**src/hw/ddr_pkg.sv**
```systemverilog
package ddr_pkg;

	// DDR side, one address per 64-bit word
	localparam int DDR_AW  = 29;
	localparam int DDR_DW  = 64;
	localparam int DDR_BEW = 8;
	localparam int BURST_W = 8;

	// client word addresses
	localparam int CPU_AW  = 18;
	localparam int HALF_AW = 18;

	typedef struct packed {
		logic [DDR_AW-1:0]  addr;
		logic [BURST_W-1:0] burstcnt;
		logic [DDR_DW-1:0]  din;
		logic [DDR_BEW-1:0] be;
		logic               we;
		logic               rd;
	} ddr_cmd_t;

	typedef struct packed {
		logic [DDR_DW-1:0] dout;
		logic              dout_ready;
		logic              busy;
	} ddr_rsp_t;

	typedef struct packed {
		logic [CPU_AW-1:0] addr;
		logic [31:0]       din;
		logic              rd;
		logic [3:0]        wr;
	} cpu_req_t;

	typedef struct packed {
		logic [HALF_AW-1:0] addr;
		logic [15:0]        din;
		logic               rd;
		logic [1:0]         wr;
	} half_req_t;

	// posted write entries
	typedef struct packed {
		logic [CPU_AW-1:0] addr;
		logic [3:0]        be;
		logic [31:0]       data;
	} cpu_wr_t;

	typedef struct packed {
		logic [HALF_AW-1:0] addr;
		logic [1:0]         be;
		logic [15:0]        data;
	} half_wr_t;

	// read beats from the sequencer into a client line
	typedef struct packed {
		logic [DDR_DW-1:0] data;
		logic [2:0]        beat;
		logic              valid;
		logic              last;
	} fill_t;

endpackage

```
**src/hw/write_fifo.sv**
```systemverilog
`timescale 1ns/100ps

module write_fifo
	import ddr_pkg::*;
#(
	parameter int  DEPTH_LOG2 = 3,
	parameter type entry_t    = cpu_wr_t
) (
	input  logic   CLK,
	input  logic   RST,
	input  logic   push,
	input  entry_t push_data,
	input  logic   pop,
	output entry_t head,
	output logic   empty,
	output logic   full
);

	localparam int DEPTH = 2 ** DEPTH_LOG2;

	entry_t mem [DEPTH];

	logic [DEPTH_LOG2-1:0] wr_ptr;
	logic [DEPTH_LOG2-1:0] rd_ptr;
	logic [DEPTH_LOG2:0]   count;
	logic                  do_push;
	logic                  do_pop;

	assign empty   = (count == '0);
	assign full    = count[DEPTH_LOG2];
	assign do_push = push && !full;
	assign do_pop  = pop && !empty;
	assign head    = mem[rd_ptr];

	always_ff @(posedge CLK) begin
		if (do_push) begin
			mem[wr_ptr] <= push_data;
		end
	end

	always_ff @(posedge CLK) begin
		if (RST) begin
			wr_ptr <= '0;
			rd_ptr <= '0;
			count  <= '0;
		end else begin
			if (do_push) begin
				wr_ptr <= wr_ptr + 1'b1;
			end
			if (do_pop) begin
				rd_ptr <= rd_ptr + 1'b1;
			end
			// a push and a pop together leave the count alone
			if (do_push && !do_pop) begin
				count <= count + 1'b1;
			end else if (do_pop && !do_push) begin
				count <= count - 1'b1;
			end
		end
	end

endmodule

```
**src/hw/client_port.sv**
```systemverilog
`timescale 1ns/100ps

module client_port
	import ddr_pkg::*;
#(
	parameter int                DATA_W          = 32,
	parameter int                AW              = 18,
	parameter int                LINE_BEATS      = 4,
	parameter int                FIFO_DEPTH_LOG2 = 3,
	parameter logic [DDR_AW-1:0] REGION_BASE     = '0,
	parameter type               wr_entry_t      = cpu_wr_t
) (
	input  logic                CLK,
	input  logic                RST,
	input  logic [AW-1:0]       addr,
	input  logic [DATA_W-1:0]   din,
	input  logic                rd,
	input  logic [DATA_W/8-1:0] wr,
	output logic [DATA_W-1:0]   dout,
	output logic                busy,
	output logic                wr_req,
	output ddr_cmd_t            wr_cmd,
	output logic                rd_req,
	output ddr_cmd_t            rd_cmd,
	input  logic                wr_ack,
	input  fill_t               fill
);

	localparam int LANES    = DDR_DW / DATA_W;
	localparam int LANE_W   = $clog2(LANES);
	localparam int BPL      = DATA_W / 8;
	localparam int BEAT_W   = $clog2(LINE_BEATS);
	localparam int LINE_LSB = LANE_W + BEAT_W;

	logic rd_old;
	logic wr_old;
	logic rd_edge;
	logic wr_edge;

	// read line state
	logic [AW-1:0] rc_addr;
	logic          rc_dirty;
	logic          fetch_pending;

	logic [DDR_DW-1:0] line_mem [LINE_BEATS];
	logic [DDR_DW-1:0] line_q;
	logic [AW-1:0]     line_base;

	wr_entry_t push_entry;
	wr_entry_t head;
	logic      fifo_empty;
	logic      fifo_full;
	logic [LANE_W-1:0] wr_lane;

	assign rd_edge = rd && !rd_old;
	assign wr_edge = (|wr) && !wr_old;

	always_ff @(posedge CLK) begin
		if (RST) begin
			rd_old <= 1'b0;
			wr_old <= 1'b0;
		end else begin
			rd_old <= rd;
			wr_old <= |wr;
		end
	end

	always_ff @(posedge CLK) begin
		if (RST) begin
			rc_dirty      <= 1'b1;
			fetch_pending <= 1'b0;
		end else begin
			if (rd_edge) begin
				if (addr[AW-1:LINE_LSB] != rc_addr[AW-1:LINE_LSB] || rc_dirty) begin
					fetch_pending <= 1'b1;
				end
				rc_dirty <= 1'b0;
			end
			// writing into the held line makes it stale
			if (wr_edge && addr[AW-1:LINE_LSB] == rc_addr[AW-1:LINE_LSB]) begin
				rc_dirty <= 1'b1;
			end
			if (fill.valid && fill.last) begin
				fetch_pending <= 1'b0;
			end
		end
	end

	always_ff @(posedge CLK) begin
		if (rd_edge) begin
			rc_addr <= addr;
		end
		if (fill.valid) begin
			line_mem[fill.beat[BEAT_W-1:0]] <= fill.data;
		end
	end

	// lane 0 sits in the upper half of the word
	assign line_q = line_mem[rc_addr[LINE_LSB-1:LANE_W]];
	assign dout   = line_q[(LANES - 1 - rc_addr[LANE_W-1:0]) * DATA_W +: DATA_W];
	assign busy   = fifo_full || fetch_pending;

	always_comb begin
		push_entry.addr = addr;
		push_entry.be   = wr;
		push_entry.data = din;
	end

	write_fifo #(
		.DEPTH_LOG2(FIFO_DEPTH_LOG2),
		.entry_t   (wr_entry_t)
	) wr_fifo (
		.CLK      (CLK),
		.RST      (RST),
		.push     (wr_edge),
		.push_data(push_entry),
		.pop      (wr_ack),
		.head     (head),
		.empty    (fifo_empty),
		.full     (fifo_full)
	);

	assign wr_lane = head.addr[LANE_W-1:0];
	assign wr_req  = !fifo_empty;

	always_comb begin
		wr_cmd.addr     = REGION_BASE + DDR_AW'(head.addr >> LANE_W);
		wr_cmd.burstcnt = BURST_W'(1);
		wr_cmd.din      = {LANES{head.data}};
		wr_cmd.be       = DDR_BEW'(head.be) << ((LANES - 1 - wr_lane) * BPL);
		wr_cmd.we       = 1'b1;
		wr_cmd.rd       = 1'b0;
	end

	assign line_base = {rc_addr[AW-1:LINE_LSB], {LINE_LSB{1'b0}}};
	assign rd_req    = fetch_pending;

	always_comb begin
		rd_cmd.addr     = REGION_BASE + DDR_AW'(line_base >> LANE_W);
		rd_cmd.burstcnt = BURST_W'(LINE_BEATS);
		rd_cmd.din      = '0;
		rd_cmd.be       = '1;
		rd_cmd.we       = 1'b0;
		rd_cmd.rd       = 1'b1;
	end

endmodule

```
**src/hw/burst_counter.sv**
```systemverilog
`timescale 1ns/100ps

module burst_counter
	import ddr_pkg::*;
(
	input  logic               CLK,
	input  logic               RST,
	input  logic               start,
	input  logic [BURST_W-1:0] len,
	input  logic               beat_en,
	output logic [2:0]         beat,
	output logic               last
);

	logic [BURST_W-1:0] len_q;

	always_ff @(posedge CLK) begin
		if (RST) begin
			beat  <= '0;
			len_q <= '0;
		end else if (start) begin
			beat  <= '0;
			len_q <= len;
		end else if (beat_en) begin
			beat <= beat + 1'b1;
		end
	end

	// flags the final beat of the burst while it is on the bus
	assign last = (BURST_W'(beat) == len_q - 1'b1);

endmodule

```
**src/hw/ddr_sequencer.sv**
```systemverilog
`timescale 1ns/100ps

module ddr_sequencer
	import ddr_pkg::*;
(
	input  logic               CLK,
	input  logic               RST,
	input  ddr_rsp_t           ddr_rsp,
	output ddr_cmd_t           ddr_cmd,
	input  logic               cpu_wr_req,
	input  ddr_cmd_t           cpu_wr_cmd,
	input  logic               cpu_rd_req,
	input  ddr_cmd_t           cpu_rd_cmd,
	input  logic               half_wr_req,
	input  ddr_cmd_t           half_wr_cmd,
	input  logic               half_rd_req,
	input  ddr_cmd_t           half_rd_cmd,
	output logic               cpu_wr_ack,
	output logic               half_wr_ack,
	output fill_t              cpu_fill,
	output fill_t              half_fill,
	input  logic [2:0]         beat,
	input  logic               last,
	output logic               start,
	output logic [BURST_W-1:0] len,
	output logic               beat_en
);

	typedef enum logic [1:0] {
		S_IDLE,
		S_POST_WR,
		S_FILL
	} state_t;

	typedef enum logic [2:0] {
		PICK_NONE,
		PICK_CPU_WR,
		PICK_CPU_RD,
		PICK_HALF_WR,
		PICK_HALF_RD
	} pick_t;

	state_t   state;
	pick_t    pick;
	ddr_cmd_t cmd_q;
	logic     sel_half;

	// fixed priority, only taken from idle in a free cycle
	always_comb begin
		pick = PICK_NONE;
		if (state == S_IDLE && !ddr_rsp.busy) begin
			if (cpu_wr_req) begin
				pick = PICK_CPU_WR;
			end else if (cpu_rd_req) begin
				pick = PICK_CPU_RD;
			end else if (half_wr_req) begin
				pick = PICK_HALF_WR;
			end else if (half_rd_req) begin
				pick = PICK_HALF_RD;
			end
		end
	end

	assign cpu_wr_ack  = (pick == PICK_CPU_WR);
	assign half_wr_ack = (pick == PICK_HALF_WR);
	assign start       = (pick == PICK_CPU_RD) || (pick == PICK_HALF_RD);
	assign len         = (pick == PICK_HALF_RD) ? half_rd_cmd.burstcnt : cpu_rd_cmd.burstcnt;
	assign beat_en     = (state == S_FILL) && ddr_rsp.dout_ready && !ddr_rsp.busy;

	always_ff @(posedge CLK) begin
		if (RST) begin
			state    <= S_IDLE;
			sel_half <= 1'b0;
			cmd_q.we <= 1'b0;
			cmd_q.rd <= 1'b0;
		end else if (!ddr_rsp.busy) begin
			cmd_q.we <= 1'b0;
			cmd_q.rd <= 1'b0;
			case (state)
				S_IDLE: begin
					case (pick)
						PICK_CPU_WR: begin
							cmd_q <= cpu_wr_cmd;
							state <= S_POST_WR;
						end
						PICK_CPU_RD: begin
							cmd_q    <= cpu_rd_cmd;
							sel_half <= 1'b0;
							state    <= S_FILL;
						end
						PICK_HALF_WR: begin
							cmd_q <= half_wr_cmd;
							state <= S_POST_WR;
						end
						PICK_HALF_RD: begin
							cmd_q    <= half_rd_cmd;
							sel_half <= 1'b1;
							state    <= S_FILL;
						end
						default: begin
							state <= S_IDLE;
						end
					endcase
				end
				S_POST_WR: begin
					state <= S_IDLE;
				end
				S_FILL: begin
					if (beat_en && last) begin
						state <= S_IDLE;
					end
				end
				default: begin
					state <= S_IDLE;
				end
			endcase
		end
	end

	assign ddr_cmd = cmd_q;

	always_comb begin
		cpu_fill.data  = ddr_rsp.dout;
		cpu_fill.beat  = beat;
		cpu_fill.last  = last;
		half_fill.data = ddr_rsp.dout;
		half_fill.beat = beat;
		half_fill.last = last;

		// beats only reach the client that asked for the line
		cpu_fill.valid  = beat_en && !sel_half;
		half_fill.valid = beat_en && sel_half;
	end

endmodule

```
**src/hw/ddr_arbiter_top.sv**
```systemverilog
`timescale 1ns/100ps

module ddr_arbiter_top
	import ddr_pkg::*;
(
	input  logic        CLK,
	input  logic        RST,
	input  cpu_req_t    cpu_req,
	output logic [31:0] cpu_dout,
	output logic        cpu_busy,
	input  half_req_t   half_req,
	output logic [15:0] half_dout,
	output logic        half_busy,
	output ddr_cmd_t    ddr_cmd,
	input  ddr_rsp_t    ddr_rsp
);

	logic     cpu_wr_req;
	ddr_cmd_t cpu_wr_cmd;
	logic     cpu_rd_req;
	ddr_cmd_t cpu_rd_cmd;
	logic     cpu_wr_ack;
	fill_t    cpu_fill;

	logic     half_wr_req;
	ddr_cmd_t half_wr_cmd;
	logic     half_rd_req;
	ddr_cmd_t half_rd_cmd;
	logic     half_wr_ack;
	fill_t    half_fill;

	logic               start;
	logic [BURST_W-1:0] len;
	logic               beat_en;
	logic [2:0]         beat;
	logic               last;

	client_port #(
		.DATA_W         (32),
		.AW             (CPU_AW),
		.LINE_BEATS     (4),
		.FIFO_DEPTH_LOG2(3),
		.REGION_BASE    (29'h0600000),
		.wr_entry_t     (cpu_wr_t)
	) cpu_port (
		.CLK   (CLK),
		.RST   (RST),
		.addr  (cpu_req.addr),
		.din   (cpu_req.din),
		.rd    (cpu_req.rd),
		.wr    (cpu_req.wr),
		.dout  (cpu_dout),
		.busy  (cpu_busy),
		.wr_req(cpu_wr_req),
		.wr_cmd(cpu_wr_cmd),
		.rd_req(cpu_rd_req),
		.rd_cmd(cpu_rd_cmd),
		.wr_ack(cpu_wr_ack),
		.fill  (cpu_fill)
	);

	client_port #(
		.DATA_W         (16),
		.AW             (HALF_AW),
		.LINE_BEATS     (2),
		.FIFO_DEPTH_LOG2(2),
		.REGION_BASE    (29'h0800000),
		.wr_entry_t     (half_wr_t)
	) half_port (
		.CLK   (CLK),
		.RST   (RST),
		.addr  (half_req.addr),
		.din   (half_req.din),
		.rd    (half_req.rd),
		.wr    (half_req.wr),
		.dout  (half_dout),
		.busy  (half_busy),
		.wr_req(half_wr_req),
		.wr_cmd(half_wr_cmd),
		.rd_req(half_rd_req),
		.rd_cmd(half_rd_cmd),
		.wr_ack(half_wr_ack),
		.fill  (half_fill)
	);

	ddr_sequencer seq (
		.CLK        (CLK),
		.RST        (RST),
		.ddr_rsp    (ddr_rsp),
		.ddr_cmd    (ddr_cmd),
		.cpu_wr_req (cpu_wr_req),
		.cpu_wr_cmd (cpu_wr_cmd),
		.cpu_rd_req (cpu_rd_req),
		.cpu_rd_cmd (cpu_rd_cmd),
		.half_wr_req(half_wr_req),
		.half_wr_cmd(half_wr_cmd),
		.half_rd_req(half_rd_req),
		.half_rd_cmd(half_rd_cmd),
		.cpu_wr_ack (cpu_wr_ack),
		.half_wr_ack(half_wr_ack),
		.cpu_fill   (cpu_fill),
		.half_fill  (half_fill),
		.beat       (beat),
		.last       (last),
		.start      (start),
		.len        (len),
		.beat_en    (beat_en)
	);

	burst_counter counter (
		.CLK    (CLK),
		.RST    (RST),
		.start  (start),
		.len    (len),
		.beat_en(beat_en),
		.beat   (beat),
		.last   (last)
	);

endmodule

```
**config.mk**
```make
export PLATFORM = sky130hd
export DESIGN_NAME = ddr_arbiter_top
export DESIGN_NICKNAME = d
export VERILOG_FILES = /design/src/hw/ddr_pkg.sv /design/src/hw/write_fifo.sv /design/src/hw/client_port.sv /design/src/hw/burst_counter.sv /design/src/hw/ddr_sequencer.sv /design/src/hw/ddr_arbiter_top.sv
export SDC_FILE = /design/constraint.sdc
export NUM_CORES = 1
export LEC_CHECK = 0
export BUFFER_PORTS_ARGS = -buffer_cell sky130_fd_sc_hd__buf_2
export CAP_MARGIN = 15
export CORE_UTILIZATION = 30
export DETAILED_ROUTE_END_ITERATION = 7
export GPL_TIMING_DRIVEN = 0
export PLACE_DENSITY_LB_ADDON = 0.2
export SYNTH_ARGS = -nofsm -noshare
export SYNTH_HDL_FRONTEND = slang
export SYNTH_SLANG_ARGS = --single-unit
```
**constraint.sdc**
```tcl
create_clock -name CLK -period 15.78 [get_ports CLK]
set_input_delay 0.789 -clock CLK [delete_from_list [all_inputs] [get_ports CLK]]
set_output_delay 0.789 -clock CLK [all_outputs]
set_load 0.02 [all_outputs]
```
==> reports/summary.txt, run 1 <==
Post-synth EDFFs: 1058
Final Slew Violations: 0
Core Region: 139400 µm²
VDD IR max: 0.09145 mV
CP max FO: 10
Setup TNS: 0 ns
I/O pin count: 321
Initial antenna violation count: 42
Busiest grt layer: met2
Internal: 5.564 mW
Period utilization: 26.75%
Overflow after GRT: 0
Unrepaired setup endpoints after global routing: no
Row cnt: 137
Synth cell types: 47
CTS buffer count: 117
Share of layout cells above drive strength 1: 35.24%
Worst Setup Slack post-DPL: 11.03 ns
Post-route DRC: 6
Max_cap viols: 0
CTS clk-pin slew, worst paths: 0.06 ns
Routed len/inst: 24.96 µm
Primary FF master, synth: edfxtp_1
Startpoint Class: flop
CTS Buffer Depth: 3
Switching part of the total: 26.59%
M2 GR Usage: 25.76%
HPWL reported at the end of detailed placement: 74.16 mm
FMAX: 236.9 MHz
Die area: 141800 µm²
Failing checks: design-rule violations
Final setup margin: 11.56 ns
TritonCTS Sinks: 1101
CTS Hold Buffers Added: 0
Routed vias/inst: 4.680
CTS H-Tree Depth: 3
Worst clock skew: 0.06492 ns
Status: finished with violations
Power share of the clock group: 37.0%
First-pass GRT wire length: 158.0 mm
Syn Std Cell Area: 42090 µm²
Critical path capture point type: flop
Largest net degree at the start of global routing: 51
Data arrival time of the critical path: 4.85 ns
Yosys warns: 0
Final WL: 111.1 mm
Yosys reg bits: 1101
GR Util met3: 3.638%
Vias in the first global route: 22030
Starting Density: 30.20%
Syn Area/Cell: 21.28 µm²
Sequential fraction of the synthesis area: 77.52%
Final Critical Period: 4.220 ns
Crit Path Class: flop to flop
Static Leak: 16.41 nW
Measured slew at the worst slew-check pin: 1.114 ns
Total track usage: 15.63%
Async SR Flop Fraction: 0%
Sequential share of power: 46.0%
Final GP Congestion: 0.7563
Initial drt markers: 1448
Final #Nets: 2641
Latest clock arrival within the worst-skew pair: 0.75 ns
Port bufs: 306
Clock Root Buffer: clkbuf_16
Syn Inst Count: 1978
Worst slew margin: 25.75%
Die H: 376.6 µm
P per Cell Area: 148.8 nW/µm²
DRT Pass-1 Iters: 7
Number of antenna-violating nets in the routed design: 0
Logic pwr share: 17.0%
P_sw: 2.015 mW
Final setup violating endpoints: 0
Grt met1 use: 20.61%
PostCTS Resize Cnt: 0
CTS tree: built
Hold Fails Final Rpt: 0
Post-CTS setup buffers: 0
Die W: 376.6 µm
Layout area overhead: 21.00%
Req. time, crit path: 16.41 ns
Worst min path class: primary input to flop
DR vias: 20840
[cells in the final DEF, fill, tap and decap left out, types with 7 or more instances in the layout]
cell | netlist | layout
a21oi_1 | 14 | 14
a22oi_1 | 43 | 43
buf_12 | 0 | 18
buf_2 | 33 | 339
buf_4 | 47 | 48
buf_6 | 0 | 17
bufinv_16 | 0 | 13
clkbuf_1 | 51 | 68
clkbuf_16 | 0 | 122
clkinv_1 | 0 | 27
clkinv_2 | 0 | 22
conb_1 | 1 | 14
dfxtp_1 | 43 | 43
diode_2 | 0 | 11
edfxtp_1 | 1058 | 1058
ha_1 | 15 | 15
inv_1 | 15 | 15
mux2_2 | 52 | 52
mux2i_1 | 104 | 104
mux4_2 | 211 | 211
nand2_1 | 45 | 45
nand2b_1 | 7 | 7
nand3_1 | 19 | 19
nor2_1 | 43 | 35
nor2_4 | 0 | 8
nor2b_1 | 10 | 8
nor3_1 | 10 | 7
o211ai_1 | 14 | 14
o21ai_0 | 39 | 39
o221ai_1 | 8 | 8
xnor2_1 | 36 | 36
xor2_1 | 7 | 7
[Yosys cell counts, drive strengths merged, types with 7 or more instances]
cell    count  area share [%]
nand2b      7            0.10
nor3       10            0.12
xnor2      36            0.75
inv        16            0.14
o221ai      8            0.17
edfxtp   1058              75
nor2b      10            0.15
and2        9            0.13
dfxtp      43             2.0
buf        86             1.3
nand3      19            0.23
a21oi      14            0.17
a22oi      43            0.77
ha         15            0.45
o211ai     14            0.25
nor2       44            0.40
mux2       52             1.4
clkbuf     51            0.45
xor2        7            0.15
mux2i     104             2.5
nand2      45            0.40
o21ai      39            0.46
mux4      211              11
[cell families (layout without fill, tap and decap cells)]
kind of cell,Yosys count,after routing,synth area share [%]
buf+inv,153,727,1.882
other cells,1,25,0.008909
fa+ha+maj,17,17,0.5410
compound gates,125,125,1.962
simple gates,171,171,2.036
flops,1101,1101,77.52
xor+xnor,43,43,0.8947
mux,367,367,15.15
[path summary, 6_finish.rpt]
kind	from	endpoint	slack (ns)	depth (start not counted)
min	half_req[11]	half_port.wr_fifo.mem[2][8]$_DFFE_PP_	0.25	1
max reg2reg	cpu_port.wr_fifo.count[0]$_SDFFE_PP0P_	cpu_port.wr_fifo.count[3]$_SDFFE_PP0P_	11.56	12
min reg2reg	seq.ddr_cmd[0]$_SDFFE_PP0N_	seq.ddr_cmd[0]$_SDFFE_PP0N_	0.47	2
max	cpu_port.wr_fifo.count[0]$_SDFFE_PP0P_	cpu_port.wr_fifo.count[3]$_SDFFE_PP0P_	11.56	12
[state kept, by name, summed over array words and instances, names as in the netlist, 3 cells and up, named ones only]
register and cells:
seq.ddr_cmd 64, cpu_port.line_mem 256, half_port.wr_fifo.count 3, cpu_port.wr_fifo.mem 432, cpu_port.wr_fifo.rd_ptr 3, cpu_port.rc_addr 18, half_port.rc_addr 18, cpu_port.wr_fifo.wr_ptr 3
half_port.wr_fifo.mem 144, half_port.line_mem 128, cpu_port.wr_fifo.count 4, counter.beat 3
[stage by stage]
stage	util, %	std cells	cell area (µm²)	total power, mW	hold WS (ns)
CTS	36.52	4440	50890	7.684	0.1766
detailed placement	33.66	4220	46920	4.866	0.4564
global route	36.53	4444	50910	7.872	0.2081
finish	36.55	4452	50930	7.580	0.2521
global placement	33.02	4173	46020	4.818	0.4610
floorplan	-	1991	42140	4.341	0.4494
[per-layer routing]
metal  vias to the layer above  routed length (µm)
li1                       9065                   -
met1                     10960               47430
met2                       588               54380
met3                       182                6837
met4                        36                2294
met5                         -                 207
[power by group through the flow]
| stage | combinational (mW) | clock, mW | sequential (mW) |
|---|---|---|---|
| floorplan | 0.763 | 0 | 3.58 |
| global placement | 1.25 | 0 | 3.57 |
| detailed placement | 1.32 | 0 | 3.55 |
| CTS | 1.32 | 2.87 | 3.49 |
| global route | 1.39 | 2.98 | 3.50 |
| finish | 1.29 | 2.81 | 3.49 |
[critical path: stages, from the launching register on]
cell and delay, ns:
dfxtp_1 0.38, nor4_2 0.54, nor2_2 0.26, inv_1 0.15, buf_2 0.37, clkbuf_1 0.74, ha_1 0.32, inv_1 0.11
ha_1 0.29, a21o_1 0.17, a21oi_1 0.19, mux2i_1 0.23, mux2_2 0.34
[area by class of cell]
class | count | area, µm²
timing repair buffer | 354 | 2346
sequential | 1101 | 32630
tap | 1876 | 2347
clock buffer | 141 | 3144
multi-input combinational | 737 | 8813
buffer | 137 | 732.0
fill | 12880 | 88430
inverter | 16 | 60.06
antenna | 11 | 27.53
clock inverter | 79 | 830.8
Power figures use the tool's default switching activity.
==> run 2: changes to the inputs <==
--- a/config.mk
+++ b/config.mk
@@ -5,6 +5,7 @@
 export SDC_FILE = /design/constraint.sdc
 export NUM_CORES = 1
 export LEC_CHECK = 0
+export ABC_AREA = 1
 export BUFFER_PORTS_ARGS = -buffer_cell sky130_fd_sc_hd__buf_2
 export CAP_MARGIN = 15
 export CORE_UTILIZATION = 30
==> constraint.sdc (replaced) <==
create_clock -name CLK -period 4.2 [get_ports CLK]
set_input_delay 0.21 -clock CLK [delete_from_list [all_inputs] [get_ports CLK]]
set_output_delay 0.21 -clock CLK [all_outputs]
set_load 0.02 [all_outputs]
==> run 2 against run 1 <==
Effect of this change:
- the run still ends with design-rule violations left
- synthesized cell count up 75%
- synthesized area up 3.6%
- die area up 3.5%
- wire length up 22%
- design area up 6.0%
- count of clock-buffer cells in the layout up 1
- total power rose to 4.0 times the previous value
- utilization up 0.98 points
- global-route usage up 2.5 points
- clock power rose to 3.7 times the previous value
==> reports/summary.txt, run 2 <==
Status: finished with violations
Failing checks: design-rule violations
Synth cell types: 37
Row cnt: 139
Top cell type's share of synthesized area: 72.88%
Final Critical Period: 3.832 ns
Max reg flops: 432
CTS tree: built
Primary FF master, synth: edfxtp_1
Worst reg2reg path depth: 8
Syn Inst Count: 3460
Die H: 383.2 µm
Post-CTS setup buffers: 0
Die W: 383.2 µm
Placed cell areas: 48540 µm²
Yosys reg bits: 1101
Post-route DRC: 44
Syn Std Cell Area: 43590 µm²
Max_cap viols: 0
P per Cell Area: 561.4 nW/µm²
Most frequent cells in the layout: edfxtp_1, nand2_1, nor2_1
Initial antenna violation count: 19
Data arrival time of the critical path: 3.62 ns
Worst slew margin: 29.88%
Clock Root Buffer: clkbuf_16
Area leader, netlist: edfxtp_1
Yosys warns: 0
Largest cells by area after synthesis: edfxtp_1, nand2_1, nor2_1
CTS buffer count: 118
Final GP Congestion: 0.8015
CP max FO: 10
Reg-to-reg slack, setup: 1.13 ns
Port bufs: 306
TritonCTS Sinks: 1101
Measured slew at the worst slew-check pin: 1.044 ns
Hold Fails Final Rpt: 0
Initial drt markers: 2296
Routed len/inst: 22.15 µm
Final WL: 135.3 mm
First-pass GRT wire length: 194.0 mm
Final setup violating endpoints: 0
Unrepaired setup endpoints after global routing: no
I/O pin count: 321
Sequential fraction of the synthesis area: 74.85%
Sequential share of power: 43.5%
Logic pwr share: 22.6%
Core Region: 143800 µm²
Commonest non-fill, non-tap cell in the layout: edfxtp_1
Syn Area/Cell: 12.60 µm²
Routed vias/inst: 4.733
Critical path capture point type: output port
Total track usage: 18.09%
Final Slew Violations: 0
CTS H-Tree Depth: 3
Switching part of the total: 31.52%
FMAX: 261.0 MHz
PostCTS Resize Cnt: 0
Startpoint Class: flop
Worst min path class: primary input to flop
Period utilization: 91.23%
Internal: 20.75 mW
Power share of the clock group: 33.9%
Most frequent cell after synthesis: edfxtp_1
Commonest cells post-synth: edfxtp_1, nand2_1, nor2_1
Number of antenna-violating nets in the routed design: 0
Crit Path Class: flop to output port
CTS Buffer Depth: 3
Starting Density: 30.31%
DR vias: 28920
Largest Register: cpu_port.wr_fifo.mem
VDD IR max: 0.3464 mV
Worst clock skew: 0.04623 ns
Vias in the first global route: 27810
Share of layout cells above drive strength 1: 16.38%
Req. time, crit path: 3.99 ns
Layout area overhead: 23.82%
Core Util, Final: 37.53%
Static Leak: 19.61 nW
Largest net degree at the start of global routing: 30
Worst R2R End: seq.ddr_cmd[75]$_DFFE_PP_
Overflow after GRT: 0
Async SR Flop Fraction: 0%
Post-synth EDFFs: 1058
Die area: 146800 µm²
CTS clk-pin slew, worst paths: 0.06 ns
Final #Nets: 4273
P_sw: 9.552 mW
Final Cell Area: 53980 µm²
Latest clock arrival within the worst-skew pair: 0.72 ns
Setup crit end: cpu_dout[25]
Worst R2R Start: cpu_port.wr_fifo.count[0]$_SDFFE_PP0P_
HPWL reported at the end of detailed placement: 94.15 mm
DRT Pass-1 Iters: 8
==> run 2: kinds of logic (layout without fill, tap and decap cells) <==
logic type | count (synthesis) | after routing | share of synthesized area [%]
flops | 1101 | 1101 | 74.85
mux | 1 | 1 | 0.02583
fa+ha+maj | 17 | 17 | 0.5224
buf+inv | 349 | 1070 | 3.694
simple gates | 1306 | 1306 | 11.71
compound gates | 677 | 677 | 9.021
other cells | 1 | 26 | 0.008602
xor+xnor | 8 | 8 | 0.1607
==> run 2: routing by layer <==
metal	track usage (%)	routed length, µm	vias to the layer above	part of all wire [%]
met1	25.28	60760	14200	45
met4	4.756	3306	12	2.4
met3	3.030	8024	198	5.9
met2	28.99	63110	875	47
met5	0	86	-	0.064
li1	-	-	13630	-
==> run 2: power groups by stage <==
stage	Combinational (mW)	Clock [mW]	Sequential [mW]
after global routing	7.50	10.9	13.2
after CTS	6.93	10.5	13.2
after global placement	6.57	0	13.5
after detailed placement	6.77	0	13.4
final	6.85	10.3	13.2
after floorplan	3.71	0	13.6
==> run 2: critical path, cell delays in order, from the launching register on <==
cell,delay (ns)
dfxtp_1,0.36
clkbuf_1,0.61
clkbuf_1,0.59
o21ai_0,0.19
o32ai_1,0.49
nand2_1,0.31
nand2_1,0.16
buf_2,0.17
==> run 2: timing repair <==
action                                  4_1_cts  5_1_grt
endpoints found under the setup margin        0        0
hold buffers                                158        0
hold endpoints to repair                   1022        0
==> run 2: worst min path at each step <==
stage	from	end	slack, ns	depth (start not counted)
after detailed placement	half_req[16]	half_port.wr_fifo.mem[3][13]$_DFFE_PP_	0.43	1
after floorplan	ddr_rsp[2]	cpu_port.line_mem[0][0]$_DFFE_PP_	0.31	0
after global routing	ddr_rsp[1]	counter.beat[1]$_SDFFE_PP0P_	0.12	4
after CTS	ddr_rsp[1]	counter.beat[1]$_SDFFE_PP0P_	0.05	4
after global placement	half_req[16]	half_port.wr_fifo.mem[0][13]$_DFFE_PP_	0.43	1
final	ddr_rsp[1]	counter.beat[1]$_SDFFE_PP0P_	0.11	4
==> run 2: area by class of cell <==
cell class,count,area [µm²]
Multi-Input combinational cell,2023,9560
Clock buffer,142,3105
Timing Repair Buffer,503,3939
Clock inverter,76,718.2
Sequential cell,1101,32630
Fill cell,13910,89850
Antenna cell,12,30.03
Inverter,112,420.4
Buffer,237,1190
Tap cell,1903,2381
==> run 2: through the flow <==
stage	setup TNS (ns)	worst slack (ns)	hold WS [ns]	std cells	power, mW
global placement	-1821.82	-2.698	0.4270	5682	20.07
detailed placement	0	1.093	0.4296	5721	20.18
floorplan	0	0.1938	0.3089	3473	17.27
CTS	0	0.2856	0.04998	6097	30.59
finish	0	0.3684	0.1054	6109	30.30
global route	0	0.2268	0.1168	6100	31.61
